--- config.mk ---
export PLATFORM = sky130hd
export DESIGN_NAME = gat_top
export DESIGN_NICKNAME = d
export VERILOG_FILES = /design/src/gat_pkg.sv /design/src/gat_attn_score.sv /design/src/gat_spmm_row.sv /design/src/gat_top.sv /design/src/gat_weight_store.sv
export VERILOG_INCLUDE_DIRS = /design/src
export SDC_FILE = /design/constraint.sdc
export NUM_CORES = 2
export LEC_CHECK = 0
export BUFFER_PORTS_ARGS = -buffer_cell sky130_fd_sc_hd__buf_4
export CAP_MARGIN = 20
export CORE_MARGIN = 10
export CORE_UTILIZATION = 35
export CTS_BUF_LIST = sky130_fd_sc_hd__clkbuf_8
export CTS_CLUSTER_DIAMETER = 150
export DETAILED_ROUTE_END_ITERATION = 10
export PLACE_DENSITY = 0.49
export SLEW_MARGIN = 10
export SYNTH_ARGS = -nofsm -noshare
export SYNTH_HDL_FRONTEND = slang
export SYNTH_SLANG_ARGS = --single-unit
--- constraint.sdc ---
create_clock -name clk -period 13.18 [get_ports clk]
set_input_delay 2.636 -clock clk [delete_from_list [all_inputs] [get_ports clk]]
set_output_delay 2.636 -clock clk [all_outputs]
set_load 0.05 [all_outputs]
--- src/gat_settings.svh ---
// ==========================================================================
// GAT feature stage sizing
// Feature counts and datapath widths shared by package and RTL
// ==========================================================================

`ifndef GAT_SETTINGS_SVH
`define GAT_SETTINGS_SVH

// Feature counts
`define GAT_FEAT_IN      8
`define GAT_FEAT_OUT     4

// Datapath widths
`define GAT_DATA_W       8
`define GAT_WH_W         20
`define GAT_SCORE_W      32
`define GAT_LRELU_SHIFT  3

`endif

--- src/gat_pkg.sv ---
// ==========================================================================
// GAT feature stage types
// Width typedefs and the row accumulator state encoding
// ==========================================================================

`include "gat_settings.svh"

package gat_pkg;

  // Feature, weight and attention values
  typedef logic signed [`GAT_DATA_W-1:0] data_t;

  // Sparse column index, also the W row select
  typedef logic [$clog2(`GAT_FEAT_IN)-1:0] col_idx_t;

  // W address is row * GAT_FEAT_OUT + column
  typedef logic [$clog2(`GAT_FEAT_IN*`GAT_FEAT_OUT)-1:0] wgt_addr_t;
  typedef logic [$clog2(`GAT_FEAT_OUT)-1:0] att_addr_t;

  typedef logic signed [`GAT_WH_W-1:0]    wh_t;
  typedef logic signed [`GAT_SCORE_W-1:0] score_t;

  typedef enum logic [1:0] {
    ACC_IDLE,
    ACC_RUN,
    ACC_HOLD
  } acc_state_t;

endpackage

--- src/gat_attn_score.sv ---
// ==========================================================================
// GAT attention score pipeline
// Two stages forming LeakyReLU(a . WH), with the WH row carried along
// ==========================================================================

`include "gat_settings.svh"

module gat_attn_score (
  input  logic                               clk,
  input  logic                               rst_n,
  input  logic                               row_vld_i,
  output logic                               row_rdy_o,
  input  gat_pkg::wh_t [`GAT_FEAT_OUT-1:0]   row_wh_i,
  input  gat_pkg::data_t [`GAT_FEAT_OUT-1:0] a_vec_i,
  output logic                               out_vld_o,
  input  logic                               out_rdy_i,
  output gat_pkg::wh_t [`GAT_FEAT_OUT-1:0]   out_wh_o,
  output gat_pkg::score_t                    out_score_o
);
  import gat_pkg::*;

  logic                    adv;
  logic                    s1_vld_q;
  score_t                  s1_prod_q [`GAT_FEAT_OUT];
  wh_t [`GAT_FEAT_OUT-1:0] s1_wh_q;
  score_t                  dot_sum;
  score_t                  lrelu;

  // Whole pipe moves when the output slot is free or being taken
  assign adv       = !out_vld_o || out_rdy_i;
  assign row_rdy_o = adv;

  always_ff @(posedge clk or negedge rst_n) begin
    if (!rst_n) begin
      s1_vld_q  <= 1'b0;
      out_vld_o <= 1'b0;
    end else if (adv) begin
      s1_vld_q  <= row_vld_i;
      out_vld_o <= s1_vld_q;
    end
  end

  // ========================================================================
  // Stage one, element products
  // ========================================================================
  always_ff @(posedge clk) begin
    if (adv && row_vld_i) begin
      for (int k = 0; k < `GAT_FEAT_OUT; k++) begin
        s1_prod_q[k] <= $signed(a_vec_i[k]) * $signed(row_wh_i[k]);
      end
      s1_wh_q <= row_wh_i;
    end
  end

  // ========================================================================
  // Stage two, sum and LeakyReLU
  // ========================================================================
  always_comb begin
    dot_sum = '0;
    for (int k = 0; k < `GAT_FEAT_OUT; k++) begin
      dot_sum = dot_sum + s1_prod_q[k];
    end
    // Negative slope of 2^-shift
    lrelu = (dot_sum < 0) ? (dot_sum >>> `GAT_LRELU_SHIFT) : dot_sum;
  end

  always_ff @(posedge clk) begin
    if (adv && s1_vld_q) begin
      out_wh_o    <= s1_wh_q;
      out_score_o <= lrelu;
    end
  end

endmodule

--- src/gat_spmm_row.sv ---
// ==========================================================================
// GAT sparse row accumulator
// Multiplies each node's sparse feature row by W, one entry per cycle,
// and hands the finished WH row to the score pipeline
// ==========================================================================

`include "gat_settings.svh"

module gat_spmm_row (
  input  logic                               clk,
  input  logic                               rst_n,
  input  logic                               load_done_i,
  input  logic                               in_vld_i,
  output logic                               in_rdy_o,
  input  gat_pkg::data_t                     in_val_i,
  input  gat_pkg::col_idx_t                  in_col_i,
  input  logic                               in_last_i,
  output gat_pkg::col_idx_t                  rd_row_o,
  input  gat_pkg::data_t [`GAT_FEAT_OUT-1:0] w_row_i,
  output logic                               row_vld_o,
  input  logic                               row_rdy_i,
  output gat_pkg::wh_t [`GAT_FEAT_OUT-1:0]   row_wh_o
);
  import gat_pkg::*;

  acc_state_t state_q;
  acc_state_t state_d;
  logic       first_q;
  logic       accept;
  wh_t        prod [`GAT_FEAT_OUT];

  // Open while running, or when the held row leaves this cycle
  assign in_rdy_o = load_done_i &&
                    ((state_q == ACC_RUN) || ((state_q == ACC_HOLD) && row_rdy_i));
  assign accept    = in_vld_i && in_rdy_o;
  assign rd_row_o  = in_col_i;
  assign row_vld_o = (state_q == ACC_HOLD);

  // Entry value times the selected W row
  always_comb begin
    for (int k = 0; k < `GAT_FEAT_OUT; k++) begin
      prod[k] = in_val_i * $signed(w_row_i[k]);
    end
  end

  // ========================================================================
  // Row FSM
  // ========================================================================
  always_comb begin
    state_d = state_q;
    case (state_q)
      ACC_IDLE: begin
        if (load_done_i) begin
          state_d = ACC_RUN;
        end
      end
      ACC_RUN: begin
        if (accept && in_last_i) begin
          state_d = ACC_HOLD;
        end
      end
      ACC_HOLD: begin
        // A single-entry row can finish while the previous one leaves
        if (row_rdy_i && !(accept && in_last_i)) begin
          state_d = ACC_RUN;
        end
      end
      default: begin
        state_d = ACC_IDLE;
      end
    endcase
  end

  always_ff @(posedge clk or negedge rst_n) begin
    if (!rst_n) begin
      state_q <= ACC_IDLE;
      first_q <= 1'b1;
    end else begin
      state_q <= state_d;
      if (accept) begin
        first_q <= in_last_i;
      end
    end
  end

  // ========================================================================
  // Accumulators, also the row output register
  // ========================================================================
  always_ff @(posedge clk) begin
    if (accept) begin
      for (int k = 0; k < `GAT_FEAT_OUT; k++) begin
        row_wh_o[k] <= first_q ? prod[k] : row_wh_o[k] + prod[k];
      end
    end
  end

endmodule

--- src/gat_top.sv ---
// ==========================================================================
// GAT first-layer feature stage
// Weight store, sparse row accumulator and attention score pipeline
// ==========================================================================

`include "gat_settings.svh"

module gat_top (
  input  logic                               clk,
  input  logic                               rst_n,
  input  logic                               wgt_we_i,
  input  gat_pkg::wgt_addr_t                 wgt_addr_i,
  input  gat_pkg::data_t                     wgt_din_i,
  input  logic                               att_we_i,
  input  gat_pkg::att_addr_t                 att_addr_i,
  input  gat_pkg::data_t                     att_din_i,
  input  logic                               load_done_i,
  input  logic                               in_vld_i,
  output logic                               in_rdy_o,
  input  gat_pkg::data_t                     in_val_i,
  input  gat_pkg::col_idx_t                  in_col_i,
  input  logic                               in_last_i,
  output logic                               out_vld_o,
  input  logic                               out_rdy_i,
  output gat_pkg::wh_t [`GAT_FEAT_OUT-1:0]   out_wh_o,
  output gat_pkg::score_t                    out_score_o
);
  import gat_pkg::*;

  col_idx_t                  rd_row;
  data_t [`GAT_FEAT_OUT-1:0] w_row;
  data_t [`GAT_FEAT_OUT-1:0] a_vec;
  logic                      row_vld;
  logic                      row_rdy;
  wh_t [`GAT_FEAT_OUT-1:0]   row_wh;

  gat_weight_store u_weight_store (
    .clk        (clk),
    .rst_n      (rst_n),
    .wgt_we_i   (wgt_we_i),
    .wgt_addr_i (wgt_addr_i),
    .wgt_din_i  (wgt_din_i),
    .att_we_i   (att_we_i),
    .att_addr_i (att_addr_i),
    .att_din_i  (att_din_i),
    .rd_row_i   (rd_row),
    .w_row_o    (w_row),
    .a_vec_o    (a_vec)
  );

  gat_spmm_row u_spmm_row (
    .clk         (clk),
    .rst_n       (rst_n),
    .load_done_i (load_done_i),
    .in_vld_i    (in_vld_i),
    .in_rdy_o    (in_rdy_o),
    .in_val_i    (in_val_i),
    .in_col_i    (in_col_i),
    .in_last_i   (in_last_i),
    .rd_row_o    (rd_row),
    .w_row_i     (w_row),
    .row_vld_o   (row_vld),
    .row_rdy_i   (row_rdy),
    .row_wh_o    (row_wh)
  );

  gat_attn_score u_attn_score (
    .clk         (clk),
    .rst_n       (rst_n),
    .row_vld_i   (row_vld),
    .row_rdy_o   (row_rdy),
    .row_wh_i    (row_wh),
    .a_vec_i     (a_vec),
    .out_vld_o   (out_vld_o),
    .out_rdy_i   (out_rdy_i),
    .out_wh_o    (out_wh_o),
    .out_score_o (out_score_o)
  );

endmodule

--- src/gat_weight_store.sv ---
// ==========================================================================
// GAT weight store
// Holds W and the source half of a, written by the host, and presents
// one W row plus the full a vector to the compute stage
// ==========================================================================

`include "gat_settings.svh"

module gat_weight_store (
  input  logic                               clk,
  input  logic                               rst_n,
  input  logic                               wgt_we_i,
  input  gat_pkg::wgt_addr_t                 wgt_addr_i,
  input  gat_pkg::data_t                     wgt_din_i,
  input  logic                               att_we_i,
  input  gat_pkg::att_addr_t                 att_addr_i,
  input  gat_pkg::data_t                     att_din_i,
  input  gat_pkg::col_idx_t                  rd_row_i,
  output gat_pkg::data_t [`GAT_FEAT_OUT-1:0] w_row_o,
  output gat_pkg::data_t [`GAT_FEAT_OUT-1:0] a_vec_o
);
  import gat_pkg::*;

  // Column part of a W address, row part above it
  localparam int COL_W  = $bits(att_addr_t);
  localparam int ADDR_W = $bits(wgt_addr_t);

  data_t [`GAT_FEAT_OUT-1:0] w_q [`GAT_FEAT_IN];
  data_t [`GAT_FEAT_OUT-1:0] a_q;

  // ========================================================================
  // Host writes
  // ========================================================================
  always_ff @(posedge clk or negedge rst_n) begin
    if (!rst_n) begin
      for (int r = 0; r < `GAT_FEAT_IN; r++) begin
        w_q[r] <= '0;
      end
      a_q <= '0;
    end else begin
      if (wgt_we_i) begin
        w_q[wgt_addr_i[ADDR_W-1:COL_W]][wgt_addr_i[COL_W-1:0]] <= wgt_din_i;
      end
      if (att_we_i) begin
        a_q[att_addr_i] <= att_din_i;
      end
    end
  end

  // ========================================================================
  // Read side
  // ========================================================================
  // Row select follows the column of the incoming sparse entry
  assign w_row_o = w_q[rd_row_i];
  assign a_vec_o = a_q;

endmodule

* Yosys cells after proc, flatten, opt, wreduce, memory -nomap -nowiden
Memory sizes are Yosys's and may differ from the RTL's.
Cells that the tools add are included.
** Operators by class
- Eq/ne operators :: 5
- Reduce and logical (&&, ||, !) cells :: 15
- Bitwise logic cells :: 2
- $add $sub $neg :: 7
- Multiply operators :: 8
- Divide/modulo/power cells :: 0
- Mux-type cells :: 22
- $lt $le $gt $ge :: 8
- Shifts and indexed selects :: 0
** Operators by type and width (count)
- $bwmux 256 :: 1
- $mul 8x20->28 :: 4
- $add 32x32->32 :: 3
- $bmux 32 s3 :: 1
- $demux 32 s3 :: 1
- $mux 32 :: 3
- $add 20x16->20 :: 4
- $mux 20 :: 4
- $mul 8x8->16 :: 4
- $bwmux 32 :: 1
- $demux 8 s2 :: 2
- $lt 32x1->1 const B :: 1
- $mux 31 :: 1
- $mux 8 :: 2
- $logic_and 1x1->1 :: 9
- $ge 4x4->1 const B :: 2
- $not 3->4 :: 2
- $lt 2x3->1 const B :: 2
- $mux 2 :: 3
- $ne 2x2->1 const B :: 3
- $pmux 2 s3 :: 1
- $ge 2x1->1 const B :: 2
- $lt 4x1->1 const B :: 1
- $reduce_and 3->1 :: 1
- 6 further kinds :: 9
** Word-level totals
- Bits in latches :: 0
- Output and inout port bits :: 114
- Input port bits :: 42
- Memories :: 1
- Logic and storage cells :: 121
- Flip-flop bits (word level) :: 565
- Bits in writable memories :: 128
- ROM bits :: 0
** Memories
- u_attn_score.s1_prod_q :: words 4, bits a word 32, read ports 4, clocked after memory_dff 0, wr ports 4, line gat_attn_score.sv:24 : score_t s1_prod_q [`GAT_FEAT_OUT];

* Logic depth before layout (Yosys ltp)
- Depth after elaboration :: 11
- Gate-level depth with buffers :: 32

* Cells and area by module
Synthesis repeated with hierarchy kept, for this count alone.
** Second synthesis, totals
- Cell total of the unflattened synthesis :: 5942
- Area total of the unflattened synthesis :: 65092.4 um2
** Modules (own cells, without submodules)
- gat_attn_score :: area an instance 34832.2 um2, times used 1, cells each 3260
- gat_spmm_row :: area an instance 17431.7 um2, times used 1, cells each 1908
- gat_weight_store :: area an instance 12828.6 um2, times used 1, cells each 774

* Worst setup path after synthesis
Ideal clock, no wire load.
- Path kind :: input-to-reg
- Start :: in out_rdy_i
- End :: reg u_spmm_row.state_q[1]
- Cell stages on the path :: 7
- Library setup time :: 0.089 ns
- Arrival :: 14.746 ns
- Setup slack :: -1.655 ns
- Required time :: 13.091 ns
- Cell sequence :: nor2b_1 nor2_1 o21a_1 and2_1 clkbuf_1 a21oi_1 o21ai_0
** Between the ends
- Cells in the longest elaborated chain, start to end :: 10
** Ends and longest elaborated chain
- start, declared :: line gat_top.sv:24 : input logic out_rdy_i,
- $logic_or 1x1->1 * :: line gat_attn_score.sv:30 : assign adv = !out_vld_o || out_rdy_i;
- $logic_and 1x1->1 * :: line gat_spmm_row.sv:34 : ((state_q == ACC_RUN) || ((state_q == ACC_HOLD) && row_rdy_i));
- $logic_or 1x1->1 * :: line gat_spmm_row.sv:34
- $logic_and 1x1->1 * :: line gat_spmm_row.sv:33 : assign in_rdy_o = load_done_i &&
- net in_rdy_o :: line gat_top.sv:19 : output logic in_rdy_o,
- $logic_and 1x1->1 * :: line gat_spmm_row.sv:35 : assign accept = in_vld_i && in_rdy_o;
- net u_spmm_row.accept :: line gat_spmm_row.sv:29 : logic accept;
- $logic_and 1x1->1 * :: line gat_spmm_row.sv:58, gat_spmm_row.sv:64
- $logic_not 1->1 :: line gat_spmm_row.sv:64 : if (row_rdy_i && !(accept && in_last_i)) begin
- $logic_and 1x1->1 :: line gat_spmm_row.sv:64
- $ne 2x2->1 (no line)
- $reduce_and 3->1 (no line) *
- end signal, assigned :: line gat_spmm_row.sv:79 : state_q <= state_d;
- end, declared :: line gat_spmm_row.sv:26 : acc_state_t state_q;
The timed path passes the listed nets; every way through them passes the cells marked *.
A chain may end at the register's enable or synchronous reset.

* Worst setup path after layout
- Start :: in in_col_i[0]
- End :: reg u_spmm_row.row_wh_o[59] in the netlist's numbering (data pin)
** Between the ends
- Cells in the longest elaborated chain, start to end :: 7
** Ends and longest elaborated chain
- start, declared :: line gat_top.sv:21 : input gat_pkg::col_idx_t in_col_i,
- $not 3->4 (implied by the code) * :: line gat_weight_store.sv:54 : assign w_row_o = w_q[rd_row_i];
- $bmux 32 s3 * :: line gat_weight_store.sv:54
- $mux 32 (implied by the code) * (2 in series) :: line gat_weight_store.sv:54
- $mul 8x8->16 * :: line gat_spmm_row.sv:42 : prod[k] = in_val_i * $signed(w_row_i[k]);
- $add 20x16->20 :: line gat_spmm_row.sv:92 : row_wh_o[k] <= first_q ? prod[k] : row_wh_o[k] + prod[k];
- $mux 20 * :: line gat_spmm_row.sv:92
- end signal, assigned by index :: line gat_spmm_row.sv:92
- end, declared :: line gat_spmm_row.sv:22 : output gat_pkg::wh_t [`GAT_FEAT_OUT-1:0] row_wh_o
Mark *: on every way between the ends. The rest lies on a longest branch, timed or not. The select of a mux whose other input is x is not followed.

==> results.txt <==
----------------------------------------------------
[Outcome]
  Status ... complete, no violations

[Global routing]
  Overall routing resource usage ... 16.2%
  Via count of the first global-routing pass ... between 40000 and 50000
  Number of antenna violations at the first check in global routing ... 19
  Total global routing overflow ... 0
  Pin count of the biggest net entering global routing ... between 80 and 90
  Global-route wire length before repair ... 252 mm

[Routing]
  Total detailed-routing wirelength ... 158 mm
  Via count normalized by instance count ... 4.79
  Routed wire length per instance ... 18.9 um
  Iteration-0 DRC Markers ... 1971
  DRC violation count after routing ... 0
  Via count ... 40100
  Final antenna-violating net count ... 0
  Number of optimization iterations in the first detailed-route pass ... 5

[Clock network]
  Worst-case clock buffer depth ... 3
  Library cell used as clock root buffer ... sky130_fd_sc_hd__clkbuf_8
  H-Tree Depth ... 4
  TritonCTS clock tree ... built
  Number of buffers created by CTS ... between 100 and 150
  Clock latency at the later pin of the worst-skew pair ... roughly 900 ps
  Cts-stage hold buffer count ... 0
  Clock sink total ... 677
  Clock-pin slew on the worst setup and hold paths ... about 60 ps
  Post-CTS setup repair buffer count ... 0
  Post-cts resize count ... 0

[STA]
  Shortest period the worst path allows ... 9680 ps
  Hold violation total from the final report ... 0
  Final count of pins violating max slew ... 0
  Final count of negative-setup-slack endpoints ... 0
  Total negative setup slack ... 0 ps
  Worst clock skew ... between 40 and 50 ps
  Final Cycle Share ... 73.5%
  Normalized max-slew margin ... 27.2%
  Timing-limited maximum frequency ... 103 MHz
  Minimum hold slack ... 392 ps
  Unrepaired setup endpoints after global routing ... false
  Slew at the pin closest to its max-slew limit ... 1090 ps

[Yosys]
  Syn Nets ... 7015
  Unique masters post-synth ... 71
  Synth Warn # ... 0
  #FFs+latches synth ... 677
  Cells taking the most area after synthesis ... sky130_fd_sc_hd__fa_1 25%, sky130_fd_sc_hd__edfxtp_1 18%, sky130_fd_sc_hd__dfrtp_1 12%
  Sequential area share after synthesis ... 29.7%
  Async set or reset register ratio after synthesis ... 43.3%
  Top flip-flop cell by instance count after synthesis ... sky130_fd_sc_hd__edfxtp_1
  EDFF count, synth ... 384
  Synthesized area ... 63500 um2
  Mapped Cells ... 5738
  Share of Yosys cell area claimed by the top area cell type ... 24.9%
  Dominant cell type by area after synthesis ... sky130_fd_sc_hd__fa_1
  Per-instance average area after synthesis ... 11.1 um2

[Setup path]
  Critical Path End Type ... register
  Max stage delay cell, worst path ... sky130_fd_sc_hd__xnor2_1
  Delay-heaviest family, CP ... adder cells
  CP bufs+invs ... 5
  Slowest cell delay on critical path ... 750 ps
  Most common cell on crit path ... sky130_fd_sc_hd__fa_1
  Critical path type ... in2reg
  Crit path launch type ... input pin
  Peak fanout along the critical path ... 29
  Required time of the worst setup path ... 13800 ps
  Critical path arrival ... 10300 ps

[Placed design]
  GP Congestion ... between 0.8 and 0.9
  Placed instance count ... 8121
  Port Buffers ... 155
  Total half-perimeter wirelength after legalization and detailed placement ... 122 mm

[Die]
  Core Rows ... 156
  Area of the core region ... between 150000 and 200000 um2
  Total I/O pin count ... approximately 160
  Initial cell density of the core ... 35.2%
  Die Span X ... 446 um
  Height of the chip ... 446 um
  Floorplan die area ... 199000 um2

[Cells and area]
  Area added between synthesis and finish ... 10.4%
  Most common cell after layout, fill and taps aside ... sky130_fd_sc_hd__inv_1
  Filler cell count in the final layout ... 17600
  Most frequent cells in the layout ... 1020 x sky130_fd_sc_hd__inv_1, 789 x sky130_fd_sc_hd__fa_1, 446 x sky130_fd_sc_hd__ha_1
  Ratio of cells with drive above 1 in the final layout ... 13.3%
  Fin cells ... 8367
  Final Net Count ... 7163

[Min path]
  Worst hold path class ... reg2reg

[Run]
  Max Cap Viol ... 0

----------------------------------------------------
stage by stage:
stage | utilization, % | setup slack, ps | area, um2
after floorplan | - | 1700 | 63500
after global placement | 37.2 | 2260 | 67200
after detailed placement | 37.2 | 2240 | 67200
after CTS | 38.8 | 3260 | 70000
after global routing | 38.8 | 3000 | 70000
final | 38.8 | 3500 | 70100
worst paths after layout:
| path | slack (ps) | end | depth (start not counted) | startpoint |
|---|---|---|---|---|
| max | 3500 | u_spmm_row.row_wh_o[59]$_DFFE_PP_ | 25 | in_col_i[0] |
| min reg2reg | 390 | u_attn_score.out_wh_o[49]$_DFFE_PP_ | 0 | u_attn_score.s1_wh_q[49]$_DFFE_PP_ |
| min in group asynchronous | 1730 | u_weight_store.w_q[180]$_DFFE_PN0P_ | 1 | rst_n |
| min | 390 | u_attn_score.out_wh_o[49]$_DFFE_PP_ | 0 | u_attn_score.s1_wh_q[49]$_DFFE_PP_ |
| max in group asynchronous | 9390 | u_weight_store.w_q[135]$_DFFE_PN0P_ | 4 | rst_n |
| max reg2reg | 5680 | u_spmm_row.row_wh_o[59]$_DFFE_PP_ | 23 | u_weight_store.w_q[82]$_DFFE_PN0P_ |
cells in the mapped netlist (8+ instances only):
master,count
sky130_fd_sc_hd__and2_1,426
sky130_fd_sc_hd__nand3_1,30
sky130_fd_sc_hd__clkbuf_1,147
sky130_fd_sc_hd__fa_1,789
sky130_fd_sc_hd__a21oi_1,196
sky130_fd_sc_hd__ha_1,446
sky130_fd_sc_hd__nor2b_1,164
sky130_fd_sc_hd__nor2_1,172
sky130_fd_sc_hd__nand4_1,10
sky130_fd_sc_hd__mux4_2,64
sky130_fd_sc_hd__buf_1,8
sky130_fd_sc_hd__dfrtp_1,292
sky130_fd_sc_hd__inv_1,988
sky130_fd_sc_hd__nor3_1,36
sky130_fd_sc_hd__o211ai_1,12
sky130_fd_sc_hd__or3_1,16
sky130_fd_sc_hd__a31oi_1,14
sky130_fd_sc_hd__o21bai_1,27
sky130_fd_sc_hd__mux2i_1,38
sky130_fd_sc_hd__mux2_2,324
sky130_fd_sc_hd__xnor2_1,189
sky130_fd_sc_hd__a21o_1,77
sky130_fd_sc_hd__and3_1,8
sky130_fd_sc_hd__o21ai_0,139
sky130_fd_sc_hd__o31ai_1,12
sky130_fd_sc_hd__edfxtp_1,384
sky130_fd_sc_hd__nand2_1,352
sky130_fd_sc_hd__a211o_1,12
sky130_fd_sc_hd__nor3b_1,9
sky130_fd_sc_hd__nand2b_1,118
sky130_fd_sc_hd__or2_2,15
sky130_fd_sc_hd__buf_2,10
sky130_fd_sc_hd__xor2_1,73
sky130_fd_sc_hd__a211oi_1,20
sky130_fd_sc_hd__o21a_1,33
sequential cells by signal (all words and copies together), names as in the netlist:
| signal | count |
|---|---|
| u_attn_score.out_score_o | 32 |
| u_attn_score.out_vld_o | 1 |
| u_attn_score.out_wh_o | 80 |
| u_attn_score.s1_prod_q | 112 |
| u_attn_score.s1_vld_q | 1 |
| u_attn_score.s1_wh_q | 80 |
| u_spmm_row.first_q | 1 |
| u_spmm_row.row_wh_o | 80 |
| u_spmm_row.state_q | 2 |
| u_weight_store.a_vec_o | 32 |
| u_weight_store.w_q | 256 |
logic make-up after synthesis:
| family | Yosys count | synth area share [%] |
|---|---|---|
| and+or+nand+nor | 1376 | 11.4 |
| buffers and inverters | 1156 | 6.87 |
| muxes | 426 | 8.62 |
| xor gates and xnor gates | 262 | 3.62 |
| DFF | 677 | 29.7 |
| AOI/OAI and AO/OA | 606 | 6.06 |
| adders and majority gates | 1235 | 33.7 |
layer usage:
| layer | global-route usage [%] | up-vias | routed length (um) |
|---|---|---|---|
| li1 | - | 18900 | - |
| met1 | 20.8 | 20400 | 71000 |
| met2 | 28.1 | 542 | 78200 |
| met3 | 2.74 | 189 | 5690 |
| met4 | 4.10 | 10 | 3480 |
| met5 | 0 | - | 67 |
cell type report:
class | instances | area, um2 | share of cell area [%]
antenna | 7 | 17.5 | 0.0250
tap | 2370 | 2970 | 4.23
clock inverter | 88 | 768 | 1.10
clock buffer | 148 | 2040 | 2.91
sequential | 677 | 18900 | 26.9
inverter | 989 | 3710 | 5.30
timing repair buffer | 183 | 1420 | 2.03
multi-input combinational | 3905 | 40300 | 57.5
Power is not shown: default switching activity piles up to over one toggle a cycle in this logic, so the estimate is an artifact.
